## src/seq_ctrl_pkg.sv

```systemverilog
`default_nettype none

package seq_ctrl_pkg;

	localparam int cond_width = 20;
	localparam int ctrl_width = 39;

	// Bit k-1 carries condition xk or control output yk
	typedef logic [cond_width-1:0] cond_vec_t;
	typedef logic [ctrl_width-1:0] ctrl_word_t;

	// States keep the s1 to s36 numbering, s1 being the idle state
	typedef enum logic [5:0] {
		st_idle, st_s2, st_s3, st_s4, st_s5, st_s6,
		st_s7, st_s8, st_s9, st_s10, st_s11, st_s12,
		st_s13, st_s14, st_s15, st_s16, st_s17, st_s18,
		st_s19, st_s20, st_s21, st_s22, st_s23, st_s24,
		st_s25, st_s26, st_s27, st_s28, st_s29, st_s30,
		st_s31, st_s32, st_s33, st_s34, st_s35, st_s36
	} ctrl_state_t;

	// One code per distinct set of raised control outputs
	typedef enum logic [5:0] {
		act_none,
		act_idle_full, act_idle_hold, act_idle_alt, act_idle_wait,
		act_start_short, act_start_long, act_short_done,
		act_fetch, act_dir_pos, act_dir_neg, act_load,
		act_mem_write, act_exit, act_branch, act_load_ready,
		act_step, act_commit, act_latch, act_call,
		act_mem_access, act_wide_op, act_return, act_block,
		act_strobe, act_finish, act_mark, act_restart,
		act_probe, act_mem_read, act_pair, act_resume,
		act_flush
	} action_t;

endpackage

`default_nettype wire
```

## src/seq_ctrl_top.sv

```systemverilog
`timescale 1ns/10ps
`default_nettype none

module seq_ctrl_top (
	input wire rst,
	input wire clk,
	input wire seq_ctrl_pkg::cond_vec_t x,
	output seq_ctrl_pkg::ctrl_word_t y
);

	logic exit_ok;
	logic ready_ok;
	seq_ctrl_pkg::action_t action;

	cond_eval cond_eval_i (
		.x(x),
		.exit_ok(exit_ok),
		.ready_ok(ready_ok)
	);

	// rst is the clock and clk the active-low reset
	transition_logic transition_logic_i (
		.rst(rst),
		.clk(clk),
		.x(x),
		.exit_ok(exit_ok),
		.ready_ok(ready_ok),
		.action(action)
	);

	action_decoder action_decoder_i (
		.action(action),
		.y(y)
	);

endmodule

`default_nettype wire

```

## src/action_decoder.sv

```systemverilog
`timescale 1ns/10ps
`default_nettype none

module action_decoder (
	input wire seq_ctrl_pkg::action_t action,
	output seq_ctrl_pkg::ctrl_word_t y
);

	// Word with only output yk raised
	function automatic seq_ctrl_pkg::ctrl_word_t y_bit(input int k);
		return seq_ctrl_pkg::ctrl_word_t'(1) << (k - 1);
	endfunction

	always_comb
	begin
		case (action)
			seq_ctrl_pkg::act_idle_full:
				y = y_bit(17) | y_bit(29) | y_bit(34);
			seq_ctrl_pkg::act_idle_hold:
				y = y_bit(34);
			seq_ctrl_pkg::act_idle_alt:
				y = y_bit(39);
			seq_ctrl_pkg::act_idle_wait:
				y = y_bit(36);
			seq_ctrl_pkg::act_start_short:
				y = y_bit(1) | y_bit(17) | y_bit(19) | y_bit(29) | y_bit(36);
			seq_ctrl_pkg::act_start_long:
				y = y_bit(35) | y_bit(37);
			seq_ctrl_pkg::act_short_done:
				y = y_bit(1) | y_bit(18) | y_bit(25) | y_bit(35) | y_bit(38);
			seq_ctrl_pkg::act_fetch:
				y = y_bit(20);
			seq_ctrl_pkg::act_dir_pos:
				y = y_bit(25);
			seq_ctrl_pkg::act_dir_neg:
				y = y_bit(24);
			seq_ctrl_pkg::act_load:
				y = y_bit(8);
			seq_ctrl_pkg::act_mem_write:
				y = y_bit(2) | y_bit(5) | y_bit(6) | y_bit(8) | y_bit(11) | y_bit(12)
					| y_bit(21);
			seq_ctrl_pkg::act_exit:
				y = y_bit(28);
			seq_ctrl_pkg::act_branch:
				y = y_bit(9) | y_bit(35) | y_bit(36);
			seq_ctrl_pkg::act_load_ready:
				y = y_bit(7) | y_bit(8);
			seq_ctrl_pkg::act_step:
				y = y_bit(5);
			seq_ctrl_pkg::act_commit:
				y = y_bit(3) | y_bit(26);
			seq_ctrl_pkg::act_latch:
				y = y_bit(27);
			seq_ctrl_pkg::act_call:
				y = y_bit(1) | y_bit(33) | y_bit(34);
			seq_ctrl_pkg::act_mem_access:
				y = y_bit(3) | y_bit(5) | y_bit(6) | y_bit(8) | y_bit(10) | y_bit(11);
			// y1 through y6 together
			seq_ctrl_pkg::act_wide_op:
				y = y_bit(1) | y_bit(2) | y_bit(3) | y_bit(4) | y_bit(5) | y_bit(6);
			seq_ctrl_pkg::act_return:
				y = y_bit(1) | y_bit(18);
			seq_ctrl_pkg::act_block:
				y = y_bit(13) | y_bit(14) | y_bit(15) | y_bit(16);
			seq_ctrl_pkg::act_strobe:
				y = y_bit(6);
			seq_ctrl_pkg::act_finish:
				y = y_bit(10) | y_bit(26);
			seq_ctrl_pkg::act_mark:
				y = y_bit(9) | y_bit(29);
			seq_ctrl_pkg::act_restart:
				y = y_bit(18) | y_bit(19);
			seq_ctrl_pkg::act_probe:
				y = y_bit(9);
			seq_ctrl_pkg::act_mem_read:
				y = y_bit(2) | y_bit(5) | y_bit(6) | y_bit(8) | y_bit(10) | y_bit(11)
					| y_bit(12);
			seq_ctrl_pkg::act_pair:
				y = y_bit(22) | y_bit(23);
			seq_ctrl_pkg::act_resume:
				y = y_bit(1) | y_bit(17);
			seq_ctrl_pkg::act_flush:
				y = y_bit(30) | y_bit(31) | y_bit(32) | y_bit(33);
			default:
				y = '0;
		endcase
	end

endmodule

`default_nettype wire

```

## src/transition_logic.sv

```systemverilog
`timescale 1ns/10ps
`default_nettype none

module transition_logic (
	input wire rst,
	input wire clk,
	input wire seq_ctrl_pkg::cond_vec_t x,
	input wire exit_ok,
	input wire ready_ok,
	output seq_ctrl_pkg::action_t action
);

	localparam int state_bits = $bits(seq_ctrl_pkg::ctrl_state_t);
	localparam int action_bits = $bits(seq_ctrl_pkg::action_t);

	seq_ctrl_pkg::ctrl_state_t state_q;
	seq_ctrl_pkg::ctrl_state_t state_d;

	// Next state in the upper field, action code in the lower field
	logic [state_bits+action_bits-1:0] step;
	logic [state_bits+action_bits-1:0] exit_step;

	always_ff @(posedge rst or negedge clk)
	begin
		if (!clk)
			state_q <= seq_ctrl_pkg::st_idle;
		else
			state_q <= state_d;
	end

	// Shared return to idle, raising y28 only when the exit test holds
	assign exit_step = {seq_ctrl_pkg::st_idle,
		exit_ok ? seq_ctrl_pkg::act_exit : seq_ctrl_pkg::act_none};

	always_comb
	begin
		step = {state_q, seq_ctrl_pkg::act_none};
		case (state_q)
			seq_ctrl_pkg::st_idle:
			begin
				if (x[5] && x[4])
				begin
					case ({x[19], x[18]})
						2'b11:
							step = {seq_ctrl_pkg::st_idle, seq_ctrl_pkg::act_idle_full};
						2'b10:
							step = {seq_ctrl_pkg::st_idle, seq_ctrl_pkg::act_idle_hold};
						2'b01:
							step = {seq_ctrl_pkg::st_idle, seq_ctrl_pkg::act_idle_alt};
						default:
							step = {seq_ctrl_pkg::st_idle, seq_ctrl_pkg::act_idle_wait};
					endcase
				end
				else if (x[5])
					step = x[3] ? {seq_ctrl_pkg::st_s2, seq_ctrl_pkg::act_start_short}
						: {seq_ctrl_pkg::st_s3, seq_ctrl_pkg::act_start_long};
			end
			seq_ctrl_pkg::st_s2:
				step = {seq_ctrl_pkg::st_idle, seq_ctrl_pkg::act_short_done};
			seq_ctrl_pkg::st_s3:
				step = {seq_ctrl_pkg::st_s4, seq_ctrl_pkg::act_fetch};
			seq_ctrl_pkg::st_s4:
			begin
				if (x[11] && x[13])
					step = x[12] ? {seq_ctrl_pkg::st_s5,
						x[15] ? seq_ctrl_pkg::act_dir_pos : seq_ctrl_pkg::act_dir_neg}
						: {seq_ctrl_pkg::st_s6, seq_ctrl_pkg::act_load};
				else if (x[11] && x[14])
					step = (x[12] && !x[15]) ? {seq_ctrl_pkg::st_s7, seq_ctrl_pkg::act_mem_write}
						: {seq_ctrl_pkg::st_s6, seq_ctrl_pkg::act_load};
				else if (x[11] && x[12])
					step = (x[15] ? x[10] : x[9])
						? {seq_ctrl_pkg::st_s8, seq_ctrl_pkg::act_fetch} : exit_step;
				else if (x[2])
					step = {seq_ctrl_pkg::st_s9, seq_ctrl_pkg::act_branch};
				else if (x[11])
					step = (x[15] && !x[0]) ? {seq_ctrl_pkg::st_s6, seq_ctrl_pkg::act_load}
						: {seq_ctrl_pkg::st_s10, seq_ctrl_pkg::act_load_ready};
				else if (x[12] && !ready_ok)
					step = exit_step;
				else
					step = {seq_ctrl_pkg::st_s10, seq_ctrl_pkg::act_load_ready};
			end
			seq_ctrl_pkg::st_s5:
				step = exit_step;
			seq_ctrl_pkg::st_s6:
				step = {x[12] ? seq_ctrl_pkg::st_s11 : seq_ctrl_pkg::st_s12,
					seq_ctrl_pkg::act_step};
			seq_ctrl_pkg::st_s7:
				step = {seq_ctrl_pkg::st_s13, seq_ctrl_pkg::act_commit};
			seq_ctrl_pkg::st_s8:
				step = {seq_ctrl_pkg::st_s5, seq_ctrl_pkg::act_fetch};
			seq_ctrl_pkg::st_s9:
				step = {seq_ctrl_pkg::st_s14, seq_ctrl_pkg::act_fetch};
			seq_ctrl_pkg::st_s10:
				step = {seq_ctrl_pkg::st_s15, seq_ctrl_pkg::act_step};
			seq_ctrl_pkg::st_s11:
				step = {seq_ctrl_pkg::st_s16, seq_ctrl_pkg::act_latch};
			seq_ctrl_pkg::st_s12:
				step = {seq_ctrl_pkg::st_s17, seq_ctrl_pkg::act_latch};
			seq_ctrl_pkg::st_s13:
				step = {seq_ctrl_pkg::st_s18, seq_ctrl_pkg::act_latch};
			seq_ctrl_pkg::st_s14:
			begin
				// With x12 set the branch follows x2, x1, x18 and x16 directly
				if (x[11] && x[1] && !x[15])
					step = {seq_ctrl_pkg::st_s19, seq_ctrl_pkg::act_mem_access};
				else if (x[11] && x[0])
					step = {seq_ctrl_pkg::st_s20, seq_ctrl_pkg::act_call};
				else if (x[11] && x[17])
					step = x[15] ? {seq_ctrl_pkg::st_s21, seq_ctrl_pkg::act_load}
						: {seq_ctrl_pkg::st_s22, seq_ctrl_pkg::act_wide_op};
				else if (x[11])
					step = {seq_ctrl_pkg::st_s23, seq_ctrl_pkg::act_load_ready};
				else if (x[12] && !ready_ok)
					step = exit_step;
				else if (x[12] && x[1])
					step = {seq_ctrl_pkg::st_s5, seq_ctrl_pkg::act_return};
				else if (x[1])
					step = x[13] ? {seq_ctrl_pkg::st_s24, seq_ctrl_pkg::act_block}
						: {seq_ctrl_pkg::st_s21, seq_ctrl_pkg::act_load};
				else if (x[0])
					step = {seq_ctrl_pkg::st_s20, seq_ctrl_pkg::act_call};
				else if (x[17])
					step = {seq_ctrl_pkg::st_s22, seq_ctrl_pkg::act_wide_op};
				else
					step = {seq_ctrl_pkg::st_s23, seq_ctrl_pkg::act_load_ready};
			end
			seq_ctrl_pkg::st_s15:
				step = {seq_ctrl_pkg::st_s25, seq_ctrl_pkg::act_latch};
			seq_ctrl_pkg::st_s16:
				step = {seq_ctrl_pkg::st_s26, seq_ctrl_pkg::act_strobe};
			seq_ctrl_pkg::st_s17:
				step = {seq_ctrl_pkg::st_s27, seq_ctrl_pkg::act_strobe};
			seq_ctrl_pkg::st_s18:
				step = {seq_ctrl_pkg::st_s5, seq_ctrl_pkg::act_finish};
			seq_ctrl_pkg::st_s19:
				step = {seq_ctrl_pkg::st_s21, seq_ctrl_pkg::act_load};
			seq_ctrl_pkg::st_s20:
				step = {seq_ctrl_pkg::st_s28, seq_ctrl_pkg::act_mark};
			seq_ctrl_pkg::st_s21:
				step = (x[11] && !x[15]) ? {seq_ctrl_pkg::st_s13, seq_ctrl_pkg::act_commit}
					: {seq_ctrl_pkg::st_s11, seq_ctrl_pkg::act_step};
			seq_ctrl_pkg::st_s22:
			begin
				if (x[11])
					step = {seq_ctrl_pkg::st_s21, seq_ctrl_pkg::act_load};
				else if (x[12])
					step = {seq_ctrl_pkg::st_s5, seq_ctrl_pkg::act_restart};
				else
					step = {seq_ctrl_pkg::st_s29, seq_ctrl_pkg::act_probe};
			end
			seq_ctrl_pkg::st_s23:
				step = {seq_ctrl_pkg::st_s30, seq_ctrl_pkg::act_step};
			seq_ctrl_pkg::st_s24:
				step = {seq_ctrl_pkg::st_s7, seq_ctrl_pkg::act_mem_read};
			seq_ctrl_pkg::st_s25:
				step = {seq_ctrl_pkg::st_s31, seq_ctrl_pkg::act_strobe};
			seq_ctrl_pkg::st_s26:
				step = x[11] ? {seq_ctrl_pkg::st_s5,
					x[12] ? seq_ctrl_pkg::act_pair : seq_ctrl_pkg::act_resume}
					: {seq_ctrl_pkg::st_s24, seq_ctrl_pkg::act_block};
			seq_ctrl_pkg::st_s27:
				step = (x[14] || x[13]) ? {seq_ctrl_pkg::st_s24, seq_ctrl_pkg::act_block}
					: {seq_ctrl_pkg::st_s7, seq_ctrl_pkg::act_load_ready};
			seq_ctrl_pkg::st_s28:
			begin
				if (x[17] && x[11] && x[15])
					step = {seq_ctrl_pkg::st_s21, seq_ctrl_pkg::act_load};
				else if (x[17])
					step = {seq_ctrl_pkg::st_s22, seq_ctrl_pkg::act_wide_op};
				else
					step = {seq_ctrl_pkg::st_s23, seq_ctrl_pkg::act_load_ready};
			end
			seq_ctrl_pkg::st_s29:
				step = x[13] ? {seq_ctrl_pkg::st_s24, seq_ctrl_pkg::act_block}
					: {seq_ctrl_pkg::st_s21, seq_ctrl_pkg::act_load};
			seq_ctrl_pkg::st_s30:
				step = {seq_ctrl_pkg::st_s32, seq_ctrl_pkg::act_latch};
			seq_ctrl_pkg::st_s31:
			begin
				if (x[11] && !x[0] && !x[15])
					step = {seq_ctrl_pkg::st_s21, seq_ctrl_pkg::act_load};
				else if (!x[11] && x[12])
					step = {seq_ctrl_pkg::st_s5, seq_ctrl_pkg::act_restart};
				else
					step = {seq_ctrl_pkg::st_s33, seq_ctrl_pkg::act_probe};
			end
			seq_ctrl_pkg::st_s32:
				step = {seq_ctrl_pkg::st_s34, seq_ctrl_pkg::act_strobe};
			seq_ctrl_pkg::st_s33:
			begin
				if (x[11] ? !x[15] : x[0])
					step = {seq_ctrl_pkg::st_s22, seq_ctrl_pkg::act_wide_op};
				else if (!x[11] && x[13])
					step = {seq_ctrl_pkg::st_s24, seq_ctrl_pkg::act_block};
				else
					step = {seq_ctrl_pkg::st_s21, seq_ctrl_pkg::act_load};
			end
			seq_ctrl_pkg::st_s34:
				step = {seq_ctrl_pkg::st_s35, seq_ctrl_pkg::act_flush};
			seq_ctrl_pkg::st_s35:
				step = {seq_ctrl_pkg::st_s36, seq_ctrl_pkg::act_mark};
			seq_ctrl_pkg::st_s36:
				step = (x[11] && x[15]) ? {seq_ctrl_pkg::st_s21, seq_ctrl_pkg::act_load}
					: {seq_ctrl_pkg::st_s22, seq_ctrl_pkg::act_wide_op};
			default:
				step = {seq_ctrl_pkg::st_idle, seq_ctrl_pkg::act_none};
		endcase
		state_d = seq_ctrl_pkg::ctrl_state_t'(step[action_bits +: state_bits]);
		action = seq_ctrl_pkg::action_t'(step[action_bits-1:0]);
	end

endmodule

`default_nettype wire

```

## src/cond_eval.sv

```systemverilog
`timescale 1ns/10ps
`default_nettype none

module cond_eval (
	input wire seq_ctrl_pkg::cond_vec_t x,
	output logic exit_ok,
	output logic ready_ok
);

	// Exit is granted by x17 together with either x10 or x11
	assign exit_ok = x[16] & (x[9] | x[10]);

	// x15 and x16 pick which of x7, x8 or x9 signals ready
	always_comb
	begin
		case ({x[14], x[15]})
			2'b10:
				ready_ok = x[8];
			2'b01:
				ready_ok = x[7];
			2'b00:
				ready_ok = x[6];
			default:
				ready_ok = 1'b1;
		endcase
	end

endmodule

`default_nettype wire

```

## config.mk

```make
export PLATFORM = sky130hd
export DESIGN_NAME = seq_ctrl_top
export DESIGN_NICKNAME = d
export VERILOG_FILES = /design/src/seq_ctrl_pkg.sv /design/src/seq_ctrl_top.sv /design/src/action_decoder.sv /design/src/transition_logic.sv /design/src/cond_eval.sv
export SDC_FILE = /design/constraint.sdc
export NUM_CORES = 1
export LEC_CHECK = 0
export BUFFER_PORTS_ARGS = -buffer_cell sky130_fd_sc_hd__buf_2
export CAP_MARGIN = 20
export CORE_MARGIN = 5
export CORE_UTILIZATION = 35
export DETAILED_ROUTE_END_ITERATION = 12
export GPL_TIMING_DRIVEN = 0
export SYNTH_ARGS = -nofsm -noshare
export SYNTH_HDL_FRONTEND = slang
export SYNTH_SLANG_ARGS = --single-unit
```

## constraint.sdc

```tcl
create_clock -name rst -period 6 [get_ports rst]
set_input_delay 0.3 -clock rst [delete_from_list [all_inputs] [get_ports rst]]
set_output_delay 0.3 -clock rst [all_outputs]
set_load 0.005 [all_outputs]
```

# ---- Yosys cells after proc, flatten, opt, wreduce, memory -nomap -nowiden
# Memories as Yosys holds them, arrays and structs flattened.
# Cells that the tools add are included.
dict set report totals {
  ff_bits 6
  romBits 2496
  in_bits 22
  output_inout_bits 39
  elab_cells 115
  n_memories 1
}
# name depth word_bits rd rd_ports_with_merged_regs wr line
set memory_table {}
lappend memory_table {{(name not given)} 64 39 1 0 0 action_decoder.sv:16} ;# case (action)
dict set report classes {
  eq_ne 41
  muxes 44
  n_bitwise 2
  reduce_logical 26
}
# op count
set ops {}
lappend ops {{one-hot mux 12 bit (36 select lines)} 1}
lappend ops {{two-way mux 12 bit} 19}
lappend ops {{== test 6 x 5 -> 1 bit, second input constant} 16}
lappend ops {{== test 6 x 4 -> 1 bit, second input constant} 8}
lappend ops {{two-way mux 8 bit} 6}
lappend ops {{two-way mux 11 bit} 3}
lappend ops {{== test 6 x 3 -> 1 bit, second input constant} 4}
lappend ops {{== test 6 bit, second input constant} 4}
lappend ops {{two-way mux 7 bit} 3}
lappend ops {{two-way mux 10 bit} 2}
lappend ops {{logical AND 1 bit} 19}
lappend ops {{two-way mux 9 bit} 2}
lappend ops {{== test 6 x 2 -> 1 bit, second input constant} 2}
lappend ops {{one-hot mux 3 bit (3 select lines)} 1}
lappend ops {{== test 2 bit, second input constant} 3}
lappend ops {{== test 6 x 1 -> 1 bit, second input constant} 1}
lappend ops {{logical NOT 6 bit} 1}
lappend ops {{== test 2 x 1 -> 1 bit, second input constant} 2}
lappend ops {{logical NOT 1 bit} 4}
lappend ops {{two-way mux 1 bit} 4}
lappend ops {{two-way mux 4 bit} 1}
lappend ops {{!= test 3 x 2 -> 1 bit, second input constant} 1}
lappend ops {{one-hot mux 1 bit (3 select lines)} 1}
lappend ops {{logical NOT 2 bit} 1}
lappend ops {{4 further kinds} 4}

# ---- Depth between registers and ports, before layout
# Gate-level depths: netlist of the first run.
# An unclocked memory read counts as a cell.
dict set report depth {
  word_depth 12
  mapped_depth 14
}

# ---- Cells and area by module
# Synthesis of the first run repeated with hierarchy kept, for this count alone.
dict set report unflattened {
  cells_unflattened 452
  area_unflattened_um2 3027.9
}
# module instances cells_each area_per_inst_um2 seq_area_each_um2
set by_module_without_submodules {}
lappend by_module_without_submodules {transition_logic 1 338 2209.6 150.1}
lappend by_module_without_submodules {action_decoder 1 110 787.0 0.0}
lappend by_module_without_submodules {cond_eval 1 4 31.3 0.0}

# ---- Worst setup path after synthesis of the first run
# No wires, ideal clock.
dict set report synth_path {
  path_type {register -> output}
  startpoint {register transition_logic_i.state_q[0]}
  endpoint {output port y[10]}
  arrival_ns 2.838
  required_time_ns 5.700
  slack_ns 2.862
  stages_incl_launch_ff 15
  path_buffers 5
  cell_sequence {dfrtp_1 buf_2 buf_4 buf_2 buf_2 nor3b_1 a31oi_1 nor3_1 a2111oi_0 nand4_1 inv_1 ha_1 clkbuf_1 nand3_1 a31oi_1}
}
dict set report synth_via {
  elab_chain_len 3
  word_cells_on_any_way 38
}
# item line
set synth_rtl {}
lappend synth_rtl {{start, declared} transition_logic.sv:16} ;# seq_ctrl_pkg::ctrl_state_t state_q;
lappend synth_rtl {{start signal, assigned} transition_logic.sv:26} ;# state_q <= seq_ctrl_pkg::st_idle;
lappend synth_rtl {{start signal, assigned} transition_logic.sv:28} ;# state_q <= state_d;
lappend synth_rtl {{== test 6 bit, or another cell as far along} transition_logic.sv:38} ;# case (state_q)
lappend synth_rtl {{one-hot mux 12 bit (36 select lines) *} transition_logic.sv:38}
lappend synth_rtl {{memory (64 x 39 bit) *} n/a}
lappend synth_rtl {{end, declared} seq_ctrl_top.sv:8} ;# output seq_ctrl_pkg::ctrl_word_t y
# Every way passes the cells marked *; elsewhere a longest branch is shown, timed or not.

# ---- Final worst setup path of the first run
dict set report layout_path {
  startpoint {register transition_logic_i.state_q[1]}
  endpoint {output port y[7]}
}
# Same word-level chain as after synthesis.

==> metrics list, run 1 <==
- Cell internal power was estimated by the tool at 0.753 mW.
- Ports placed on the boundary: 61
- Largest registers: transition_logic_i.state_q: 6 flops
* Clock transition time at the flip-flop clock pins of the worst setup and hold paths: 0.04 ns
- Input/output buffers: 58
- DRT antenna net count: 0
* Nets in the synthesized netlist: 478
- Dividing the synthesized area by the synthesized cell count gives 6.71 sq um.
- Initial core utilization: 36.3%
* Post-layout nets: 542
- Max H-tree Level: 1
- Clock latency on the worst-skew pair, taken at its later pin, is 0.22 ns.
- Fraction of registers with async set or reset after synthesis: 100%
* Minimum clock period: 4.16 ns
* Most flop-heavy register: transition_logic_i.state_q
- Share of synthesized area occupied by flip-flops and latches: 4.99%
- Clock power frac: 3.2%
- Fraction of the core area covered by cells at the end of the flow: 42.0%
- In this run, the combinational gates consume 93.2% of the power.
* Total non-filler cell area in the finished layout: 3480 sq um
- Cell type with the highest aggregate area in the netlist: sky130_fd_sc_hd__nand2_1
- The routed design has 12.0 mm of wire.
- The worst setup path is captured at a primary output.
- In this run the biggest area consumer among cell types represents 5.61% of the synthesized area.
- Data arrival, critical path: 3.86 ns
- The clock passes through at most 2 buffers.
- FP Rows: 33
- Number of flip-flops in the largest register: 6
- Number of antenna cells inserted: 0
- Synthesized cell area: 3010 sq um
- Final hold slack: 0.432 ns
* Slew at the pin with the worst max-slew slack: 0.665 ns
- After filler insertion, the fill cell instance count of the layout stands at 906.
* Final Slew Violations: 0
- Leakage: 1.51 nW
- M1 WL: 5.30 mm
- Synth Flop Type: sky130_fd_sc_hd__dfrtp_1
* Setup Slack @ Placement: 2.18 ns
- Clock tree from TritonCTS: done
- Core box area: 8300 sq um
- Power per cell area: 544 nW/um^2
- Post-route clock period utilization: 69.4%
- Vias in the first global route: 3565
- Final Hold Viols: 0
- Entering global routing, the biggest net connects 11 pins.
- Final worst setup slack: 1.84 ns
- The die covers 10600 sq um.
- Net switching is 60.3% of the power.
* Crit Path Class: register to primary output
* Die outline height: 103 um
* Slew margin rel.: 54.5%
* Layout overhead on the synthesized area: 15.7%
- Static timing analysis puts the maximum clock frequency at 0.240 GHz.
* Number of maximum-capacitance violations: 0
- Synthesis handed over a netlist of 449 instances.
- Dividing the detail-routed wire length by the instance count gives 19.5 um.
- Share of layout cells above drive strength 1: 26.2%
- The number of clock buffers added by TritonCTS is 3.
* Highest metal used: met4
- Ranked by total cell area, the synthesized netlist is headed by sky130_fd_sc_hd__nand2_1 5.6%, sky130_fd_sc_hd__dfrtp_1 5.0%, sky130_fd_sc_hd__nor2_1 4.7%, sky130_fd_sc_hd__a21oi_1 4.7%, sky130_fd_sc_hd__o21ai_0 4.2%.
* Inst Count DP: 612
* Type of the most critical hold path: primary input to async pin
- STA classifies the critical path startpoint as a register.
- Data required time of the worst path: 5.70 ns
* Routed length on met3: 1.04 mm
* DR DRC count: 0
* EDFF count, synth: 0
- Ratio of routed vias to standard cells: 6.33
- Setup total negative slack on the finished layout was measured at 0 ns.
* Global-route wire length before repair: 18.7 mm
- The wire-length estimate of the detail-placed layout is 9.39 mm.
* Register bit count reported by yosys: 6
- Portion of total power attributed to sequential cells: 3.7%
- Maximum resistive drop on vdd: 251 uV
- Finish-stage setup viols: 0
- For this block, the initial DRC count from the detailed router was 558.
- All-Layer GR Usage: 21.8%
- Count of clock tree sinks: 6
- Maximum fanout count along the critical path: 10
- Total grt overflow: 0
- Leaving out filler cells and counting taps, the final layout contains 616.
* Setup repair after global routing missed its margin: false
* Routability cong.: 1.01
* Router iterations before antenna repair: 5
- Ys Warns: 0
- Worst clock skew: 0.000451 ns
* Resized Gates After CTS: 0
- Total Power Consumption: 1.90 mW
- Cell variety after synth: 90
* Met2 WL post-DR: 5.33 mm
- In this run the cell area measured after placement is 3430 sq um.
- In this run the horizontal extent of the chip is 103 um.
- Initial antenna violation count: 0
* Total via count after detailed routing: 3897
* Clock Root Buffer: sky130_fd_sc_hd__clkbuf_8
- The run finished with clean final reports.
- Switching Power: 1.14 mW
cells by family after synthesis:
group                      after synthesis  share of synthesized area (%)
adders and majority gates                7                           2.91
xor gates and xnor gates                 5                           1.45
buffers and inverters                   70                           12.8
DFF                                      6                           4.99
and+or+nand+nor                        208                           40.6
AOI/OAI and AO/OA                      146                           34.8
muxes                                    7                           2.41
worst max-delay path: stages (launching register included):
cell and delay (ns):
sky130_fd_sc_hd__dfrtp_1 0.37, sky130_fd_sc_hd__buf_4 0.19, sky130_fd_sc_hd__buf_2 0.22, sky130_fd_sc_hd__clkbuf_1 0.41, sky130_fd_sc_hd__nor3b_1 0.11, sky130_fd_sc_hd__a31oi_1 0.16
sky130_fd_sc_hd__nor3_1 0.06, sky130_fd_sc_hd__a2111oi_0 0.55, sky130_fd_sc_hd__nand4_1 0.32, sky130_fd_sc_hd__inv_1 0.15, sky130_fd_sc_hd__ha_1 0.20, sky130_fd_sc_hd__clkbuf_1 0.42
sky130_fd_sc_hd__nand4_1 0.18, sky130_fd_sc_hd__o211ai_1 0.15, sky130_fd_sc_hd__buf_2 0.15
cells in the mapped netlist (all sizes together) (6+ instances only):
master  instances
a31oi           9
nand2b         12
nor2           39
o21ai          26
dfrtp           6
o211ai         11
inv            15
nor2b          16
nand3          17
a21oi          29
buf            46
and2            6
and3            8
nor4            6
clkbuf          9
nand4          13
ha              7
nor3           12
nand2          46
what timing repair did:
action,CTS,global route
hold endpoints to repair,6,0
buffers inserted,0,0
hold buffers,1,0
worst paths after layout:
path	to	slack [ns]	depth (start not counted)	start
max in group asynchronous	transition_logic_i.state_q[1]	5.42	2	clk
min in group rst	transition_logic_i.state_q[1]	0.70	3	x[3]
worst max-delay path	y[7]	1.84	14	transition_logic_i.state_q[1]
worst max register to register	transition_logic_i.state_q[0]	3.42	10	transition_logic_i.state_q[2]
worst min register to register	transition_logic_i.state_q[0]	0.92	4	transition_logic_i.state_q[3]
worst min-delay path	transition_logic_i.state_q[3]	0.43	2	clk
cell type report:
type                       count  area [sq um]  area share [%]
multi-input combinational    373          2480            71.1
buffer                        55           329            9.44
timing repair buffer          59           300            8.62
sequential                     6           150            4.31
tap                          105           131            3.77
inverter                      15          56.3            1.62
clock buffer                   3          41.3            1.18
metal layers:
metal	global-route usage [%]	up-vias
met3	2.30	31
met2	33.8	240
li1	-	1811
met1	31.9	1815
met4	6.37	0
met5	0	-
layout by cell type (no fill, tap or decap), types with 4 or more instances in the layout:
cell,n
sky130_fd_sc_hd__nand3_1,17
sky130_fd_sc_hd__nand2_1,45
sky130_fd_sc_hd__o211ai_1,9
sky130_fd_sc_hd__dfrtp_1,6
sky130_fd_sc_hd__nor3b_1,4
sky130_fd_sc_hd__o31ai_1,5
sky130_fd_sc_hd__o22ai_1,5
sky130_fd_sc_hd__a21oi_1,28
sky130_fd_sc_hd__nand4_1,12
sky130_fd_sc_hd__buf_2,81
sky130_fd_sc_hd__a22oi_1,5
sky130_fd_sc_hd__ha_1,7
sky130_fd_sc_hd__nor2b_1,16
sky130_fd_sc_hd__and2_1,5
sky130_fd_sc_hd__a211o_1,4
sky130_fd_sc_hd__a32oi_1,5
sky130_fd_sc_hd__o21ai_0,25
sky130_fd_sc_hd__buf_6,5
sky130_fd_sc_hd__nor2_1,38
sky130_fd_sc_hd__inv_1,14
sky130_fd_sc_hd__buf_4,15
sky130_fd_sc_hd__clkbuf_1,9
sky130_fd_sc_hd__a31oi_1,9
sky130_fd_sc_hd__and3_1,7
sky130_fd_sc_hd__mux2i_1,5
sky130_fd_sc_hd__a211oi_1,4
sky130_fd_sc_hd__xnor2_1,4
sky130_fd_sc_hd__nor3_1,10
sky130_fd_sc_hd__nand2b_1,11
power groups by stage:
stage          Clock [mW]  Combinational (mW)  Sequential, mW
5_1_grt            0.0644                1.90          0.0712
2_1_floorplan           0                1.24          0.0664
4_1_cts            0.0618                1.72          0.0691
3_5_place_dp            0                1.71          0.0691
3_3_place_gp            0                1.72          0.0694
6_report           0.0604                1.77          0.0693
No activity file was read; power rests on OpenSTA's default activity.
==> run 2, diff against run 1 <==
--- a/config.mk
+++ b/config.mk
@@ -5,6 +5,7 @@
 export SDC_FILE = /design/constraint.sdc
 export NUM_CORES = 1
 export LEC_CHECK = 0
+export ABC_AREA = 1
 export BUFFER_PORTS_ARGS = -buffer_cell sky130_fd_sc_hd__buf_2
 export CAP_MARGIN = 20
 export CORE_MARGIN = 5
==> constraint.sdc (replaced) <==
create_clock -name rst -period 4.2 [get_ports rst]
set_input_delay 0.21 -clock rst [delete_from_list [all_inputs] [get_ports rst]]
set_output_delay 0.21 -clock rst [all_outputs]
set_load 0.005 [all_outputs]
==> run 2 against run 1 <==
Against the previous run:
- sequential power rose by 73%
- register-to-register slack lost 1.3 ns
- global-route usage is 1.1 points higher
- worst setup slack lost 0.98 ns
- first-iteration DRC count fell by 27%
- critical endpoint is now y[22]
- largest power group unchanged
==> metrics list, run 2 <==
* Clock power frac: 3.5%
- Syn Area/Cell: 4.80 sq um
- For this block, the routed nets add up to 10.6 mm of wire.
* Drt initial violations: 409
- Clock Root Buffer: sky130_fd_sc_hd__clkbuf_8
- Internal power comes to 0.931 mW.
* Pin count of the biggest net entering global routing: 11
- The first global-routing pass estimated 16.5 mm of wire.
* Placement-stage cell area: 3000 sq um
- Run status: completed
- Most frequently used cell type in the post-synthesis netlist: sky130_fd_sc_hd__nand2_1
- DRT antenna net count: 0
* Register bit count reported by yosys: 6
- In the final layout, the registers with the most flip-flops are transition_logic_i.state_q: 6 flops.
* Maximum resistive drop on vdd: 554 uV
- Relative to the synthesized area, the layout overhead comes to 18.2%.
- In this run the static leakage power is 2.00 nW.
- Depth of the most critical reg-to-reg path: 10
- Synthesized cell area: 2580 sq um
- EDFF count, synth: 0
* Total Power Consumption: 2.47 mW
* Final hold slack: 0.345 ns
- Die area: 9200 sq um
* Slew at the pin with the worst max-slew slack: 0.571 ns
* Post-route clock period utilization: 79.7%
- Summed over all failing endpoints, the final setup total negative slack is 0 ns.
* Count of clock tree sinks: 6
- In this run the register-to-register setup slack is 2.12 ns.
* Clock tree from TritonCTS: done
* Area share of the leading cell type in the synthesized netlist: 24.1%
- Synthesized netlist cell count: 538
* Data required time of the worst path: 3.99 ns
- The initial antenna violation count came to 0.
* CTS buffer count: 3
- After detailed routing, the number of vias per cell comes to 5.37.
- Die width: 95.9 um
* All-Layer GR Usage: 23.0%
- After detailed routing, the number of remaining DRC violations is 0.
- Initial core utilization: 35.8%
* Routability cong.: 0.992
- In this run the power density over the cells is 810 nW/um^2.
- Buffers from clock root to sink, at most: 2
- Input and output buffers added on the ports amount to 59.
* Type of the most critical hold path: primary input to async pin
- Synth top cells by count: 166 x sky130_fd_sc_hd__nand2_1, 92 x sky130_fd_sc_hd__nor2_1, 68 x sky130_fd_sc_hd__inv_1
- CTS built an H-tree with a depth of 1.
- Startpoint class of the critical path: register
* Vias in the first global route: 3289
- Final Hold Viols: 0
- Setup repair after global routing left no endpoint under its margin.
- Clock latency on the worst-skew pair, taken at its later pin, is 0.22 ns.
- Derived from the worst setup path, the maximum achievable clock frequency is 0.299 GHz.
- The critical path is of the register to primary output type.
- Data arrival, critical path: 3.14 ns
- For this run, the detailed router's first-pass iteration total came to 5.
- Leading cell type in the layout, fill and taps excluded: sky130_fd_sc_hd__nand2_1
* Post-layout nets: 632
- Die outline height: 95.9 um
- Slew margin rel.: 61.7%
* Inst Count DP: 696
- Maximum fanout count along the critical path: 10
- On the final layout, the worst clock skew is 0.000826 ns.
* Fraction of registers with async set or reset after synthesis: 100%
- Across the run, the number of max-cap violations was 0.
- Switching Power: 1.54 mW
- Cell type with the highest aggregate area in the netlist: sky130_fd_sc_hd__nand2_1
- Sequential cells account for 4.8% of the total power.
- Combinational logic is responsible for 91.6% of the overall power.
- Wirelength per Cell: 15.1 um
* Critical Path End Type: primary output
* Nets in the synthesized netlist: 567
* Resized Gates After CTS: 0
- Number of antenna cells inserted: 0
- The register with the most flip-flops in the layout has 6 of them.
* Final Slew Violations: 0
- Share of synthesized area occupied by flip-flops and latches: 5.81%
- Total via count after detailed routing: 3756
- The HPWL after detailed placement is 9.00 mm.
- Net switching is 62.4% of the power.
* Total grt overflow: 0
- End of the worst register-to-register path: transition_logic_i.state_q[1]
- After clock tree synthesis, the clock-pin slew on the worst setup and hold paths is 0.04 ns.
- Worst flop-to-flop path startpoint: transition_logic_i.state_q[0]
- Minimum clock period: 3.35 ns
- The core region is 7210 sq um.
- Ys Warns: 0
* FP Rows: 31
* Most flop-heavy register: transition_logic_i.state_q
- Largest cells by area after synthesis: sky130_fd_sc_hd__nand2_1 24%, sky130_fd_sc_hd__nor2_1 13%, sky130_fd_sc_hd__nand3_1 12%, sky130_fd_sc_hd__inv_1 9.9%, sky130_fd_sc_hd__dfrtp_1 5.8%
* Finish-stage setup viols: 0
- Final cell count without fillers: 700
- After synthesis, the netlist uses 33 different library cells.
- The post-route netlist has 19.0% of its cells at a drive strength greater than 1.
- The most used flip-flop cell after synthesis is sky130_fd_sc_hd__dfrtp_1.
- Once layout is done, the placed cells without fillers occupy 3050 sq um.
* Ports placed on the boundary: 61
* Commonest cells after routing, fill and taps aside: 166 x sky130_fd_sc_hd__nand2_1, 92 x sky130_fd_sc_hd__nor2_1, 68 x sky130_fd_sc_hd__inv_1
[run 2: cell count changes in the layout (fill, tap and decap cells not counted), moves of 12 or more]
cell / delta
sky130_fd_sc_hd__nand2_1: +121
sky130_fd_sc_hd__buf_2: -16
sky130_fd_sc_hd__nor2_1: +54
sky130_fd_sc_hd__a21oi_1: -12
sky130_fd_sc_hd__nor2b_1: -16
sky130_fd_sc_hd__inv_2: +15
sky130_fd_sc_hd__nand3_1: +47
sky130_fd_sc_hd__inv_1: +54
[run 2: metal layers]
metal	part of all wire, %	track usage (%)
met1	45	33.2
met2	44	35.7
met3	8.2	1.25
met5	0	0
met4	3.2	8.41
[run 2: stage by stage]
step	util (%)	worst slack, ns
2_1_floorplan	-	1.81
3_3_place_gp	41.6	1.11
3_5_place_dp	41.6	1.16
4_1_cts	42.3	0.903
5_1_grt	42.3	0.572
6_report	42.3	0.855
[run 2: worst max-delay path, stage by stage (launching register included)]
cell and delay, ns:
sky130_fd_sc_hd__dfrtp_1 0.40, sky130_fd_sc_hd__nor2_1 0.40, sky130_fd_sc_hd__buf_2 0.30, sky130_fd_sc_hd__nand3_1 0.21, sky130_fd_sc_hd__nand2_1 0.12, sky130_fd_sc_hd__nor2_1 0.06
sky130_fd_sc_hd__nand2_1 0.08, sky130_fd_sc_hd__nor2_1 0.06, sky130_fd_sc_hd__nand3_1 0.09, sky130_fd_sc_hd__nor2_1 0.09, sky130_fd_sc_hd__inv_1 0.13, sky130_fd_sc_hd__ha_1 0.21
sky130_fd_sc_hd__inv_1 0.07, sky130_fd_sc_hd__nor2_1 0.24, sky130_fd_sc_hd__nand2_1 0.12, sky130_fd_sc_hd__nor2_1 0.12, sky130_fd_sc_hd__buf_4 0.11, sky130_fd_sc_hd__buf_2 0.10
[run 2: power by group through the flow]
stage	registers, mW	logic, mW	clock network, mW
after floorplan	0.115	1.51	0
after global placement	0.120	2.26	0
after detailed placement	0.120	2.23	0
after CTS	0.120	2.24	0.0908
after global routing	0.124	2.52	0.0928
final	0.120	2.27	0.0872
[run 2: worst max path at each step]
| stage | startpoint | to | slack [ns] | cells past startpoint |
|---|---|---|---|---|
| final | transition_logic_i.state_q[4] | y[22] | 0.85 | 17 |
| after global routing | transition_logic_i.state_q[4] | y[22] | 0.57 | 17 |
| after CTS | transition_logic_i.state_q[4] | y[22] | 0.90 | 17 |
| after detailed placement | transition_logic_i.state_q[4] | y[22] | 1.16 | 17 |
| after global placement | transition_logic_i.state_q[4] | y[17] | 1.11 | 16 |
| after floorplan | transition_logic_i.state_q[4] | y[22] | 1.81 | 16 |
[run 2: what timing repair did]
item                      4_1_cts  5_1_grt
hold buffers                    1        0
hold endpoints to repair        6        0
buffers inserted                0        0
[run 2: logic make-up (layout without fill, tap and decap cells)]
logic type	after synthesis	after routing	synth area share [%]
AOI/OAI and AO/OA	51	51	10.9
DFF	6	6	5.81
and+or+nand+nor	374	374	63.5
buffers and inverters	100	163	16.4
adders and majority gates	7	7	3.39
[run 2: area by class of cell]
class	count	area, sq um
Buffer	16	109
Multi-Input combinational cell	432	2010
Inverter	84	315
Sequential cell	6	150
Tap cell	99	124
Fill cell	838	4160
Timing Repair Buffer	60	305
Clock buffer	3	41.3
==> run 3, diff against run 2 <==
==> constraint.sdc (replaced) <==
create_clock -name rst -period 3.48 [get_ports rst]
set_input_delay 0.174 -clock rst [delete_from_list [all_inputs] [get_ports rst]]
set_output_delay 0.174 -clock rst [all_outputs]
set_load 0.005 [all_outputs]
==> run 3 against run 2 <==
Against the previous run:
- sequential share of layout area is essentially flat
- worst setup slack got worse by 0.54 ns
- global-route usage stayed put
- first-iteration DRC count down 5.9%
- critical endpoint is now y[18]
- flip-flop and latch count stayed put
- worst hold slack worse by 0.038 ns
- utilization rose by 0.10 points
- combinational power is 21% higher
- largest cell class unchanged
- die area did not move
==> metrics list, run 3 (synthesized netlist as in run 2, its figures left out) <==
- CTS buffer count: 3
- Maximum fanout count along the critical path: 10
- Setup violations remaining at the end of the flow were counted as 0.
* Final sum of negative setup slack: 0 ns
- Post-CTS Repair Setup Buffers: 0
- STA classifies the critical path endpoint as a primary output.
- Final hold slack: 0.307 ns
* Commonest cells after routing, fill and taps aside: 166 x sky130_fd_sc_hd__nand2_1, 91 x sky130_fd_sc_hd__nor2_1, 68 x sky130_fd_sc_hd__inv_1
- Worst clock skew: 0.00119 ns
- Final Slew Violations: 0
- Most flop-heavy register: transition_logic_i.state_q
- Drt initial violations: 385
- The flow ran to the end, and the final reports show no timing, DRC or antenna violations.
- For this block, the via count after detailed routing is 3760.
- For this run, the top clock speed supported by timing is 0.316 GHz.
- Final Hold Viols: 0
- For this run, the total global-route usage over all layers was measured as 23.0%.
- Startpoint class of the critical path: register
- Excluding fillers, the count of instances in the completed layout stands at 700.
* Ports placed on the boundary: 61
- Initial antenna violation count: 0
* Most numerous cell on the critical path: sky130_fd_sc_hd__inv_1
* Clock tree from TritonCTS: done
- The smallest clock period supported by the final layout is computed as 3.17 ns.
- Setup Slack @ Placement: 0.472 ns
- The tightest min-delay check is of the primary input to async pin type.
- After floorplanning, the core was sized to cover 7210 sq um.
* Setup repair after global routing missed its margin: false
- Die width: 95.9 um
* Crit Path Class: register to primary output
* Slew margin rel.: 64.8%
* Global-route wire length before repair: 16.5 mm
- STA puts the critical path data required time at 3.31 ns.
* DRT antenna net count: 0
- The final layout contains routed wiring with a total length of 10.6 mm.
- DR DRC count: 0
- Placement-stage cell area: 3000 sq um
- The total overflow left after global routing is 0.
- The number of placed instances, taps included, is 696.
* Largest registers: transition_logic_i.state_q: 6 flops
- Entering global routing, the biggest net connects 11 pins.
- Cells traversed along the worst timing path: inv_1 -> nor2_2 -> buf_2 -> nand3_1 -> nand2_1 -> nor2_1 -> nand2_1 -> nor2_1 -> nand3_1 -> nor2_1 -> inv_1 -> ha_1 -> inv_1 -> nor2_1 -> a21oi_1 -> inv_1 -> nand2_1 -> inv_1 -> buf_2
* Routability cong.: 0.992
* Final worst setup slack: 0.310 ns
* Fraction of the core area covered by cells at the end of the flow: 42.4%
* Wirelength per Cell: 15.2 um
* Worst skew pair latency: 0.22 ns
* Power per cell area: 977 nW/um^2
- DPL Wire Length: 9.00 mm
- In the finished design, the share of the clock period the worst path needs comes to 91.1%.
- In the routed layout, each cell is associated on average with a via count of 5.37.
* FP Rows: 31
* Total Power Consumption: 2.99 mW
- The register with the most flip-flops in the layout has 6 of them.
- Die area: 9200 sq um
- The finished cells cover 3060 sq um.
- The repair_antennas step left the layout with diodes totalling 0.
- In this design, the stage delay of the slowest critical-path cell is 0.41 ns.
- Critical Path Slowest Stage Cell: sky130_fd_sc_hd__dfrtp_1
- Post-layout nets: 632
- Across the VDD grid, the largest voltage drop is 671 uV.
- Leakage: 2.00 nW
* Data arrival, critical path: 3.00 ns
- Clock-pin slew was measured on the worst setup and hold paths at 0.04 ns.
- Clock Root Buffer: sky130_fd_sc_hd__clkbuf_8
- The pre-antenna-repair detailed-routing pass consisted of 5 iterations.
* Initial core utilization: 35.8%
* Slew at the pin with the worst max-slew slack: 0.526 ns
- Compared with the post-synthesis result, the final layout area differs by 18.5%.
* Leading cell type in the layout, fill and taps excluded: sky130_fd_sc_hd__nand2_1
- The number of global-route vias before repair came to 3289.
- In this run the tool buffered the top-level ports with 59 buffer cells.
- Max H-tree Level: 1
- Share of layout cells above drive strength 1: 19.3%
* Number of maximum-capacitance violations: 0
- Buffers from clock root to sink, at most: 2
* Count of clock tree sinks: 6
- In this run the vertical extent of the chip is 95.9 um.
## run 3: cell types whose count changed in the layout (fill, tap and decap cells not counted)
cell / before / now
sky130_fd_sc_hd__nor2_1: 92 / 91
sky130_fd_sc_hd__nor3_2: 1 / 2
sky130_fd_sc_hd__nor3_1: 15 / 14
sky130_fd_sc_hd__nor2_2: 10 / 11
## run 3: critical path: cells and delay by family (launching register included)
kind,cells,cell delay (ns)
simple gates,10,1.21
fa+ha+maj,1,0.25
buf+inv,7,0.71
flops,1,0.41
compound gates,1,0.19
## run 3: final cells by class
| class | count | area [sq um] |
|---|---|---|
| inverter | 84 | 315 |
| timing repair buffer | 60 | 305 |
| tap | 99 | 124 |
| buffer | 16 | 109 |
| fill | 837 | 4150 |
| multi-input combinational | 432 | 2020 |
| sequential | 6 | 150 |
| clock buffer | 3 | 41.3 |
## run 3: layer usage
| metal | vias to the layer above | wire, um | GRT usage [%] |
|---|---|---|---|
| li1 | 1844 | - | - |
| met1 | 1657 | 4710 | 33.2 |
| met2 | 224 | 4600 | 35.7 |
| met3 | 35 | 908 | 1.25 |
| met4 | 0 | 381 | 8.41 |
| met5 | - | 0 | 0 |
## run 3: timing repair
action	CTS	global route
hold buffers	1	0
hold endpoints to repair	6	0
gates resized for setup	0	2
setup endpoints to repair	0	7
## run 3: power by group
part / switching, mW / internal [mW] / total (mW) / leakage [nW]
Clock: 0.0311 / 0.0744 / 0.106 / 0.0216
Sequential: 0.0447 / 0.100 / 0.145 / 0.0774
Combinational: 1.79 / 0.951 / 2.74 / 1.90
Total: 1.87 / 1.13 / 2.99 / 2.00
## run 3: path summary, 6_finish.rpt
| path | end | start | cells after the start | slack, ns |
|---|---|---|---|---|
| setup / recovery | y[18] | transition_logic_i.state_q[4] | 19 | 0.31 |
| hold / removal | transition_logic_i.state_q[3] | clk | 2 | 0.31 |
| setup reg to reg | transition_logic_i.state_q[1] | transition_logic_i.state_q[0] | 10 | 1.37 |
| hold reg to reg | transition_logic_i.state_q[4] | transition_logic_i.state_q[5] | 3 | 0.73 |
| max in group asynchronous | transition_logic_i.state_q[2] | clk | 2 | 3.02 |
| min in group rst | transition_logic_i.state_q[3] | x[2] | 3 | 0.33 |
